## config.mk

```make
export PLATFORM = sky130hd
export DESIGN_NAME = xhci_controller_top
export DESIGN_NICKNAME = d
export VERILOG_FILES = /design/src/xhci_reg_pkg.sv /design/src/xhci_ring_pkg.sv /design/src/xhci_axi_regs.sv /design/src/xhci_controller_top.sv /design/src/xhci_intr_ctrl.sv /design/src/xhci_mfindex_timer.sv /design/src/xhci_ring_sched.sv
export VERILOG_INCLUDE_DIRS = /design/src
export SDC_FILE = /design/constraint.sdc
export NUM_CORES = 1
export LEC_CHECK = 0
export BUFFER_PORTS_ARGS = -buffer_cell sky130_fd_sc_hd__buf_2
export CORE_UTILIZATION = 45
export CTS_CLUSTER_SIZE = 8
export DETAILED_ROUTE_END_ITERATION = 10
export GPL_TIMING_DRIVEN = 0
export PLACE_DENSITY_LB_ADDON = 0.1
export SLEW_MARGIN = 0
export SYNTH_ARGS = -nofsm -noshare
export SYNTH_HDL_FRONTEND = slang
export SYNTH_SLANG_ARGS = --single-unit
```

## constraint.sdc

```tcl
create_clock -name clk_sys -period 3.13 [get_ports clk_sys]
set_input_delay 0.4695 -clock clk_sys [delete_from_list [all_inputs] [get_ports clk_sys]]
set_output_delay 0.4695 -clock clk_sys [all_outputs]
set_load 0.005 [all_outputs]
```

## src/xhci_consts.svh

```systemverilog
// xHCI register block constants
// Register offsets, fixed capability values, bit positions and timing
// for the single-port host controller register window

`ifndef XHCI_CONSTS_SVH
`define XHCI_CONSTS_SVH

`define XHCI_NUM_EPS            16

// ---------------------------------------------------------------------------
// Register offsets inside the 4 KB window
// ---------------------------------------------------------------------------
`define XHCI_CAP_OFS            12'h000
`define XHCI_HCSPARAMS1_OFS     12'h004
`define XHCI_USBCMD_OFS         12'h040
`define XHCI_USBSTS_OFS         12'h044
`define XHCI_PORTSC_OFS         12'h080
`define XHCI_MFINDEX_OFS        12'h100
`define XHCI_DB_BASE            12'h200
`define XHCI_DB_MASK            12'hFC0

// Version 1.00, capability length 0x40
`define XHCI_CAP_VALUE          32'h01000040
`define XHCI_HCSPARAMS1_VALUE   32'h10000001

// ---------------------------------------------------------------------------
// Bit positions
// ---------------------------------------------------------------------------
`define XHCI_CMD_RUN            0
`define XHCI_STS_HCH            0
`define XHCI_STS_EINT           3
`define XHCI_PORTSC_CCS         0
`define XHCI_PORTSC_CSC         17
`define XHCI_PORTSC_OCC         20

// Clocks per microframe
`define XHCI_MF_CYCLES          8

`define XHCI_RESP_OKAY          2'd0
`define XHCI_RESP_SLVERR        2'd2

`endif

```

## src/xhci_reg_pkg.sv

```systemverilog
// xHCI register bus types
// Byte addresses, register words and the microframe index

`default_nettype none

package xhci_reg_pkg;

    // Byte address inside the register window
    typedef logic [11:0] reg_addr_t;

    typedef logic [31:0] reg_data_t;

    // Microframe index, wraps at the top
    typedef logic [13:0] mfindex_t;

endpackage

`default_nettype wire

```

## src/xhci_ring_pkg.sv

```systemverilog
// xHCI endpoint and transfer ring types
// Endpoint numbers, ring slot indices and the scheduler states

`default_nettype none

package xhci_ring_pkg;

    // Endpoint and doorbell number
    typedef logic [3:0] ep_idx_t;

    typedef logic [7:0] ring_ptr_t;

    typedef enum logic [1:0] {
        SCHED_IDLE,
        SCHED_SCAN,
        SCHED_ADVANCE,
        SCHED_POST
    } sched_state_t;

endpackage

`default_nettype wire

```

## src/xhci_axi_regs.sv

```systemverilog
// xHCI register slave
// Single-beat AXI slave for the register window. Holds USBCMD,
// assembles USBSTS, returns capability constants and decodes
// doorbell and PORTSC writes into strobes for the other blocks

`timescale 1ns/1ps
`default_nettype none
`include "xhci_consts.svh"

module xhci_axi_regs (
    input  logic                      clk_sys,
    input  logic                      rst_n_sys,
    input  xhci_reg_pkg::reg_addr_t   awaddr,
    input  logic                      awvalid,
    output logic                      awready,
    input  xhci_reg_pkg::reg_data_t   wdata,
    input  logic                      wvalid,
    output logic                      wready,
    output logic [1:0]                bresp,
    output logic                      bvalid,
    input  logic                      bready,
    input  xhci_reg_pkg::reg_addr_t   araddr,
    input  logic                      arvalid,
    output logic                      arready,
    output xhci_reg_pkg::reg_data_t   rdata,
    output logic [1:0]                rresp,
    output logic                      rlast,
    output logic                      rvalid,
    input  logic                      rready,
    output logic                      db_wr,
    output xhci_ring_pkg::ep_idx_t    db_ep,
    output xhci_ring_pkg::ring_ptr_t  db_value,
    output logic                      run,
    output logic                      eint_clr,
    output logic                      portsc_clr,
    output xhci_reg_pkg::reg_data_t   portsc_wdata,
    input  logic                      sched_idle,
    output xhci_ring_pkg::ep_idx_t    rd_ep,
    input  xhci_ring_pkg::ring_ptr_t  rd_deq,
    input  xhci_reg_pkg::mfindex_t    mfindex,
    input  xhci_reg_pkg::reg_data_t   portsc_value,
    input  logic                      eint_pending
);
    import xhci_reg_pkg::*;

    logic      wr_accept;
    logic      rd_accept;
    logic      wr_cmd;
    reg_data_t rd_word;

    function automatic logic is_doorbell(input reg_addr_t addr);
        return (addr & `XHCI_DB_MASK) == `XHCI_DB_BASE;
    endfunction

    // ---------------------------------------------------------------------------
    // Handshake
    // ---------------------------------------------------------------------------
    assign wr_accept = awvalid && wvalid && !bvalid;
    assign awready   = wr_accept;
    assign wready    = wr_accept;
    assign rd_accept = arvalid && !rvalid;
    assign arready   = rd_accept;

    assign bresp = `XHCI_RESP_OKAY;
    assign rresp = `XHCI_RESP_OKAY;
    assign rlast = 1'b1;

    // Write strobes
    assign wr_cmd       = wr_accept && (awaddr == `XHCI_USBCMD_OFS);
    assign eint_clr     = wr_accept && (awaddr == `XHCI_USBSTS_OFS) && wdata[`XHCI_STS_EINT];
    assign portsc_clr   = wr_accept && (awaddr == `XHCI_PORTSC_OFS);
    assign portsc_wdata = wdata;
    assign db_wr        = wr_accept && is_doorbell(awaddr);
    assign db_ep        = awaddr[5:2];
    assign db_value     = wdata[7:0];

    assign rd_ep = araddr[5:2];

    // ---------------------------------------------------------------------------
    // Read multiplexer
    // ---------------------------------------------------------------------------
    always_comb begin
        rd_word = '0;
        if (is_doorbell(araddr)) begin
            rd_word = reg_data_t'(rd_deq);
        end else begin
            case (araddr)
                `XHCI_CAP_OFS:        rd_word = `XHCI_CAP_VALUE;
                `XHCI_HCSPARAMS1_OFS: rd_word = `XHCI_HCSPARAMS1_VALUE;
                `XHCI_USBCMD_OFS:     rd_word[`XHCI_CMD_RUN] = run;
                `XHCI_USBSTS_OFS: begin
                    rd_word[`XHCI_STS_HCH]  = !run && sched_idle;
                    rd_word[`XHCI_STS_EINT] = eint_pending;
                end
                `XHCI_PORTSC_OFS:     rd_word = portsc_value;
                `XHCI_MFINDEX_OFS:    rd_word = reg_data_t'(mfindex);
                default:              rd_word = '0;
            endcase
        end
    end

    always_ff @(posedge clk_sys or negedge rst_n_sys) begin
        if (!rst_n_sys) begin
            bvalid <= 1'b0;
            rvalid <= 1'b0;
            run    <= 1'b0;
        end else begin
            if (wr_accept) begin
                bvalid <= 1'b1;
            end else if (bready) begin
                bvalid <= 1'b0;
            end
            if (rd_accept) begin
                rvalid <= 1'b1;
            end else if (rready) begin
                rvalid <= 1'b0;
            end
            if (wr_cmd) begin
                run <= wdata[`XHCI_CMD_RUN];
            end
        end
    end

    always_ff @(posedge clk_sys) begin
        if (rd_accept) begin
            rdata <= rd_word;
        end
    end

    // A write response only follows a completed aw/w handshake
    a_bvalid_after_write: assert property (@(posedge clk_sys) disable iff (!rst_n_sys)
        $rose(bvalid) |-> $past(awvalid && awready && wvalid && wready));

endmodule

`default_nettype wire

```

## src/xhci_controller_top.sv

```systemverilog
// xHCI host controller register block, top level
// Connects the AXI register slave, ring scheduler, microframe
// timer and interrupt control on the system clock

`timescale 1ns/1ps
`default_nettype none

module xhci_controller_top (
    input  logic                     clk_sys,
    input  logic                     rst_n_sys,
    input  xhci_reg_pkg::reg_addr_t  awaddr,
    input  logic                     awvalid,
    input  xhci_reg_pkg::reg_data_t  wdata,
    input  logic                     wvalid,
    output logic                     awready,
    output logic                     wready,
    output logic [1:0]               bresp,
    output logic                     bvalid,
    input  logic                     bready,
    input  xhci_reg_pkg::reg_addr_t  araddr,
    input  logic                     arvalid,
    output logic                     arready,
    output xhci_reg_pkg::reg_data_t  rdata,
    output logic [1:0]               rresp,
    output logic                     rlast,
    output logic                     rvalid,
    input  logic                     rready,
    input  logic                     port_connect,
    input  logic                     port_disconnect,
    input  logic                     port_overcurrent,
    output logic                     event_intr,
    output logic                     port_intr
);
    import xhci_reg_pkg::*;
    import xhci_ring_pkg::*;

    logic      db_wr;
    ep_idx_t   db_ep;
    ring_ptr_t db_value;
    logic      run;
    logic      eint_clr;
    logic      portsc_clr;
    reg_data_t portsc_wdata;
    logic      sched_idle;
    ep_idx_t   rd_ep;
    ring_ptr_t rd_deq;
    mfindex_t  mfindex;
    reg_data_t portsc_value;
    logic      eint_pending;
    logic      ring_done;

    xhci_axi_regs u_axi_regs (
        .clk_sys      (clk_sys),
        .rst_n_sys    (rst_n_sys),
        .awaddr       (awaddr),
        .awvalid      (awvalid),
        .awready      (awready),
        .wdata        (wdata),
        .wvalid       (wvalid),
        .wready       (wready),
        .bresp        (bresp),
        .bvalid       (bvalid),
        .bready       (bready),
        .araddr       (araddr),
        .arvalid      (arvalid),
        .arready      (arready),
        .rdata        (rdata),
        .rresp        (rresp),
        .rlast        (rlast),
        .rvalid       (rvalid),
        .rready       (rready),
        .db_wr        (db_wr),
        .db_ep        (db_ep),
        .db_value     (db_value),
        .run          (run),
        .eint_clr     (eint_clr),
        .portsc_clr   (portsc_clr),
        .portsc_wdata (portsc_wdata),
        .sched_idle   (sched_idle),
        .rd_ep        (rd_ep),
        .rd_deq       (rd_deq),
        .mfindex      (mfindex),
        .portsc_value (portsc_value),
        .eint_pending (eint_pending)
    );

    xhci_ring_sched u_ring_sched (
        .clk_sys    (clk_sys),
        .rst_n_sys  (rst_n_sys),
        .db_wr      (db_wr),
        .db_ep      (db_ep),
        .db_value   (db_value),
        .run        (run),
        .rd_ep      (rd_ep),
        .rd_deq     (rd_deq),
        .sched_idle (sched_idle),
        .ring_done  (ring_done)
    );

    xhci_mfindex_timer u_mfindex_timer (
        .clk_sys   (clk_sys),
        .rst_n_sys (rst_n_sys),
        .run       (run),
        .mfindex   (mfindex)
    );

    xhci_intr_ctrl u_intr_ctrl (
        .clk_sys          (clk_sys),
        .rst_n_sys        (rst_n_sys),
        .port_connect     (port_connect),
        .port_disconnect  (port_disconnect),
        .port_overcurrent (port_overcurrent),
        .ring_done        (ring_done),
        .eint_clr         (eint_clr),
        .portsc_clr       (portsc_clr),
        .portsc_wdata     (portsc_wdata),
        .portsc_value     (portsc_value),
        .eint_pending     (eint_pending),
        .event_intr       (event_intr),
        .port_intr        (port_intr)
    );

endmodule

`default_nettype wire

```

## src/xhci_intr_ctrl.sv

```systemverilog
// xHCI interrupt control
// Port status and change latches, event-pending latch and the
// registered event and port interrupt outputs

`timescale 1ns/1ps
`default_nettype none
`include "xhci_consts.svh"

module xhci_intr_ctrl (
    input  logic                     clk_sys,
    input  logic                     rst_n_sys,
    input  logic                     port_connect,
    input  logic                     port_disconnect,
    input  logic                     port_overcurrent,
    input  logic                     ring_done,
    input  logic                     eint_clr,
    input  logic                     portsc_clr,
    input  xhci_reg_pkg::reg_data_t  portsc_wdata,
    output xhci_reg_pkg::reg_data_t  portsc_value,
    output logic                     eint_pending,
    output logic                     event_intr,
    output logic                     port_intr
);
    import xhci_reg_pkg::*;

    logic ccs;
    logic csc;
    logic occ;

    always_comb begin
        portsc_value = '0;
        portsc_value[`XHCI_PORTSC_CCS] = ccs;
        portsc_value[`XHCI_PORTSC_CSC] = csc;
        portsc_value[`XHCI_PORTSC_OCC] = occ;
    end

    // Clears come first so a new event in the same cycle wins
    always_ff @(posedge clk_sys or negedge rst_n_sys) begin
        if (!rst_n_sys) begin
            ccs          <= 1'b0;
            csc          <= 1'b0;
            occ          <= 1'b0;
            eint_pending <= 1'b0;
            event_intr   <= 1'b0;
            port_intr    <= 1'b0;
        end else begin
            if (portsc_clr && portsc_wdata[`XHCI_PORTSC_CSC]) begin
                csc <= 1'b0;
            end
            if (portsc_clr && portsc_wdata[`XHCI_PORTSC_OCC]) begin
                occ <= 1'b0;
            end
            if (port_connect && !ccs) begin
                ccs <= 1'b1;
                csc <= 1'b1;
            end else if (port_disconnect && ccs) begin
                ccs <= 1'b0;
                csc <= 1'b1;
            end
            if (port_overcurrent) begin
                occ <= 1'b1;
            end
            if (eint_clr) begin
                eint_pending <= 1'b0;
            end
            if (ring_done) begin
                eint_pending <= 1'b1;
            end
            event_intr <= eint_pending;
            port_intr  <= csc || occ;
        end
    end

endmodule

`default_nettype wire

```

## src/xhci_mfindex_timer.sv

```systemverilog
// xHCI microframe index timer
// Divides the system clock down to microframes and counts them
// while the controller runs; restarts from zero when run rises

`timescale 1ns/1ps
`default_nettype none
`include "xhci_consts.svh"

module xhci_mfindex_timer (
    input  logic                    clk_sys,
    input  logic                    rst_n_sys,
    input  logic                    run,
    output xhci_reg_pkg::mfindex_t  mfindex
);

    logic [2:0] prescale;
    logic       run_d;

    always_ff @(posedge clk_sys or negedge rst_n_sys) begin
        if (!rst_n_sys) begin
            prescale <= '0;
            run_d    <= 1'b0;
            mfindex  <= '0;
        end else begin
            run_d <= run;
            if (run && !run_d) begin
                prescale <= '0;
                mfindex  <= '0;
            end else if (run) begin
                if (prescale == 3'(`XHCI_MF_CYCLES - 1)) begin
                    prescale <= '0;
                    mfindex  <= mfindex + 14'd1;
                end else begin
                    prescale <= prescale + 3'd1;
                end
            end
        end
    end

endmodule

`default_nettype wire

```

## src/xhci_ring_sched.sv

```systemverilog
// xHCI transfer ring scheduler
// Keeps an enqueue and a dequeue pointer per endpoint. While the
// controller runs, scans the endpoints round robin and walks each
// doorbelled ring one slot per cycle, pulsing ring_done when drained

`timescale 1ns/1ps
`default_nettype none
`include "xhci_consts.svh"

module xhci_ring_sched (
    input  logic                      clk_sys,
    input  logic                      rst_n_sys,
    input  logic                      db_wr,
    input  xhci_ring_pkg::ep_idx_t    db_ep,
    input  xhci_ring_pkg::ring_ptr_t  db_value,
    input  logic                      run,
    input  xhci_ring_pkg::ep_idx_t    rd_ep,
    output xhci_ring_pkg::ring_ptr_t  rd_deq,
    output logic                      sched_idle,
    output logic                      ring_done
);
    import xhci_ring_pkg::*;

    ring_ptr_t                enq_ptr [`XHCI_NUM_EPS];
    ring_ptr_t                deq_ptr [`XHCI_NUM_EPS];
    logic [`XHCI_NUM_EPS-1:0] pending;
    ring_ptr_t                deq_next;
    ep_idx_t                  cur_ep;
    sched_state_t             state;

    always_comb begin
        for (int i = 0; i < `XHCI_NUM_EPS; i++) begin
            pending[i] = enq_ptr[i] != deq_ptr[i];
        end
    end

    assign deq_next   = deq_ptr[cur_ep] + 8'd1;
    assign rd_deq     = deq_ptr[rd_ep];
    assign sched_idle = state == SCHED_IDLE;
    assign ring_done  = state == SCHED_POST;

    // Doorbell sets the enqueue index
    always_ff @(posedge clk_sys or negedge rst_n_sys) begin
        if (!rst_n_sys) begin
            for (int i = 0; i < `XHCI_NUM_EPS; i++) begin
                enq_ptr[i] <= '0;
            end
        end else if (db_wr) begin
            enq_ptr[db_ep] <= db_value;
        end
    end

    // ---------------------------------------------------------------------------
    // Scheduler FSM
    // ---------------------------------------------------------------------------
    always_ff @(posedge clk_sys or negedge rst_n_sys) begin
        if (!rst_n_sys) begin
            state  <= SCHED_IDLE;
            cur_ep <= '0;
            for (int i = 0; i < `XHCI_NUM_EPS; i++) begin
                deq_ptr[i] <= '0;
            end
        end else begin
            case (state)
                SCHED_IDLE: begin
                    if (run && |pending) begin
                        state <= SCHED_SCAN;
                    end
                end
                SCHED_SCAN: begin
                    if (!run || !(|pending)) begin
                        state <= SCHED_IDLE;
                    end else if (pending[cur_ep]) begin
                        state <= SCHED_ADVANCE;
                    end else begin
                        cur_ep <= cur_ep + 4'd1;
                    end
                end
                SCHED_ADVANCE: begin
                    if (!pending[cur_ep]) begin
                        state <= SCHED_POST;
                    end else begin
                        deq_ptr[cur_ep] <= deq_next;
                        if (deq_next == enq_ptr[cur_ep]) begin
                            state <= SCHED_POST;
                        end else if (!run) begin
                            // Stop after this slot
                            state <= SCHED_IDLE;
                        end
                    end
                end
                SCHED_POST: begin
                    cur_ep <= cur_ep + 4'd1;
                    state  <= (run && |pending) ? SCHED_SCAN : SCHED_IDLE;
                end
                default: state <= SCHED_IDLE;
            endcase
        end
    end

    a_done_single: assert property (@(posedge clk_sys) disable iff (!rst_n_sys)
        ring_done |=> !ring_done);

    // Dequeue pointers move only while a ring is being walked
    for (genvar g = 0; g < `XHCI_NUM_EPS; g++) begin : g_deq_chk
        a_deq_in_advance: assert property (@(posedge clk_sys) disable iff (!rst_n_sys)
            !$stable(deq_ptr[g]) |-> $past(state == SCHED_ADVANCE));
    end

endmodule

`default_nettype wire
```

==> out/metrics.csv <==
stage,metric,value,unit
clock_tree,cts_sinks,307,
sta,fmax,289.9,MHz
clock_tree,cts_htree_levels,2,
placed_design,dpl.hpwl,42530,um
final_layout,layout-drive-gt1-share,0.4519,
clock_tree,numCtsBuffers,44,
critical_path,end_kind,flop,
critical_path,crit_fanout,7,
critical_path,cp.arrival,3.93,ns
final_layout,multi_input_area,9285,um2
critical_path,path_class,flop to flop,
synth,yosys_warnings,0,
placed_design,io_buffer_count,62,
synth,synth_area_per_cell,13.87,um2
synth,synth-edff-count,18,
clock_tree,insertion_delay,0.57,ns
synth,synth_top_area_share,0.4229,
synth,ys_top_cells_by_area,"dfrtp_1, mux2_2, mux4_2, xnor2_1, mux4_1",
floorplanning,die_x,196.9,um
global_routing,antenna_found_initial,5,
floorplanning,ios,110,
synth,yosysMostFrequentCell,dfrtp_1,
sta,relSlewSlack,0.2508,
run_status,violations,setup timing,
sta,finalCritPeriodShare,1.102,
drt,drt_iter0_drc,1015,
run,max_cap_viol_count,0,
final_layout,syn_to_final_growth,20.09,%
synth,synth_area,17100,um2
drt,detail_route.first_pass.iterations,5,
final_layout,seq_area,7772,um2
critical_path,slowest_stage,mux4_1,
floorplanning,die-area,38780,um2
run_status,outcome,finished with violations,
synth,synthTopCellsByCount,"dfrtp_1, mux2_2, xnor2_1",
clock_tree,cts.path.max_buffers,3,
sta,post-route-min-period,3.450,ns
global_routing,grt_max_degree,112,
sta,worst_slew_pin_slew,1.124,ns
drt,viasPerCell,6.159,
floorplanning,core_area,37490,um2
floorplanning,rows,71,
power_and_ir_drop,totalPowerFinal,0.008719,W
sta,hold_viol,0,
placed_design,place_ws,-1.498,ns
critical_path,crit_chain,buf_12 -> buf_16 -> buf_16 -> buf_16 -> buf_4 -> mux4_1 -> mux4_2 -> xnor3_1 -> nor4b_2 -> nand4_1 -> a31oi_1,
synth,ys_seq_area_frac,0.4546,
sta,slew_viol_final,0,
final_layout,design_area,20530,um2
drt,detail_route.wl_per_cell,31.05,um
global_routing,grt_pass1_wl,85590,um
sta,setup_ws,-0.3198,ns
synth,syn_inst,1233,
floorplanning,die_y,196.9,um
global_routing,grt_usage,0.3174,
placed_design,place_congestion,1.031,
final_layout,diodes,0,
synth,synth_flop_cell,dfrtp_1,
power_and_ir_drop,p_per_area,424.6,nW/um2
clock_tree,clkTransAtPathRegs,0.06,ns
clock_tree,cts_tree,done,
placed_design,post_dp_cell_area,18200,um2
final_layout,fin_nets,1480,
synth,netlist-cell-type-count,55,
sta,setup_violations,20,
synth,synth-async-reset-ratio,0.9414,
final_layout,nFillCells,3227,
critical_path,path_common_cell,buf_16,
drt,drcViolationCount,0,
global_routing,grt_pass1_vias,11660,
critical_path,start_kind,flop,
sta,rsz0062_at_grt,yes,
drt,via_count,11860,
clock_tree,clock-root-buffer,clkbuf_16,
min_path,hp-class,input pin to flop,
critical_path,cpPeakStageDelay,0.68,ns
drt,routed_wl,59760,um
synth,synth_seq_cells,307,
final_layout,utilization,0.5478,
power_and_ir_drop,p_leak,9.143,nW
drt,ant_nets,0,
floorplanning,start_util,0.4561,
critical_path,critPathRequiredTime,3.61,ns
global_routing,globalRouteOverflowTotal,0,
power_and_ir_drop,max-vdd-ir-drop,377.5,uV
sta,clock_skew,0.01900,ns
synth,synth_area_leader_cell,dfrtp_1,
[what timing repair did]
action                                  4_1_cts  5_1_grt
gates resized for setup                     119       58
buffers inserted                             22       23
gates cloned                                  2        0
hold buffers                                  1        0
endpoints found under the setup margin      255      144
pin swaps                                    16       17
hold endpoints to repair                     84        0
[sequential cells by signal (all words and copies together), names as in the netlist, 2 cells and up]
register,flops
u_ring_sched.deq_ptr,128
u_ring_sched.state,2
u_mfindex_timer.prescale,3
u_mfindex_timer.mfindex,14
u_ring_sched.cur_ep,4
u_axi_regs.rdata,18
u_ring_sched.enq_ptr,128
[layout make-up]
class,count,share of cell area
buffer,79,0.03497
multi-input combinational,845,0.4522
timing repair buffer,112,0.04253
sequential,307,0.3785
clock inverter,3,0.001097
inverter,17,0.003656
clock buffer,51,0.05593
tap,511,0.03114
[metrics by stage]
step	cells	hold WS [ns]	setup TNS, ns
final	1925	0.07413	-2.427
after global routing	1925	0.07895	-3.430
after CTS	1902	0.04447	-12.72
after detailed placement	1825	0.4538	-166.48
after global placement	1823	0.4394	-1329.62
after floorplan	1250	0.1739	0
[cells by family (layout without fill, tap and decap cells)]
| kind of cell | after synthesis | count (layout) | share of synthesized area |
|---|---|---|---|
| xor gates and xnor gates | 158 | 158 | 0.08254 |
| adders and majority gates | 8 | 8 | 0.005854 |
| other | 2 | 19 | 0.0004392 |
| AOI/OAI and AO/OA | 52 | 52 | 0.02137 |
| buffers and inverters | 98 | 262 | 0.03307 |
| DFF | 307 | 307 | 0.4546 |
| and+or+nand+nor | 224 | 224 | 0.07003 |
| muxes | 384 | 384 | 0.3321 |
[cells in the final DEF, fill, tap and decap left out, types with 18 or more instances in the layout]
master and instances:
conb_1 19, edfxtp_1 18, mux4_1 20, mux4_2 91
dfrtp_1 289, nand2_1 28, buf_2 65, mux2_2 254
nand4_1 41, buf_4 57, clkbuf_1 29, xnor2_1 137
nor2_1 39, clkbuf_16 47
[report_power, final]
part	switching, W	internal [W]
clock network	0.00173	0.00254
registers	0.0000189	0.00404
logic	0.000269	0.000125
total	0.00201	0.00671
[critical path: cells and delay by family, from the launching register on]
kind | cells | cell delay (ns)
muxes | 2 | 1.18
buffers and inverters | 5 | 0.75
and+or+nand+nor | 2 | 0.50
DFF | 1 | 0.40
xor gates and xnor gates | 1 | 0.26
AOI/OAI and AO/OA | 1 | 0.26
[layer usage]
layer	track usage	vias to the layer above	part of all wire
met3	0.06725	122	0.080
met5	0	-	0.00020
met1	0.4496	6271	0.43
met4	0.1220	2	0.038
met2	0.4783	537	0.45
li1	-	4925	-
[worst paths after layout]
path	depth (start not counted)	slack [ns]	endpoint	from
max in group asynchronous	3	1.60	u_ring_sched.enq_ptr[3]	rst_n_sys
min	2	0.07	u_axi_regs.rvalid	rready
min in group asynchronous	2	0.50	u_ring_sched.enq_ptr[108]	rst_n_sys
max reg2reg	11	-0.32	u_ring_sched.state[0]	u_ring_sched.cur_ep[0]
max	11	-0.32	u_ring_sched.state[0]	u_ring_sched.cur_ep[0]
min reg2reg	0	0.45	u_intr_ctrl.event_intr	u_intr_ctrl.eint_pending
(Power assumes the default switching activity.)
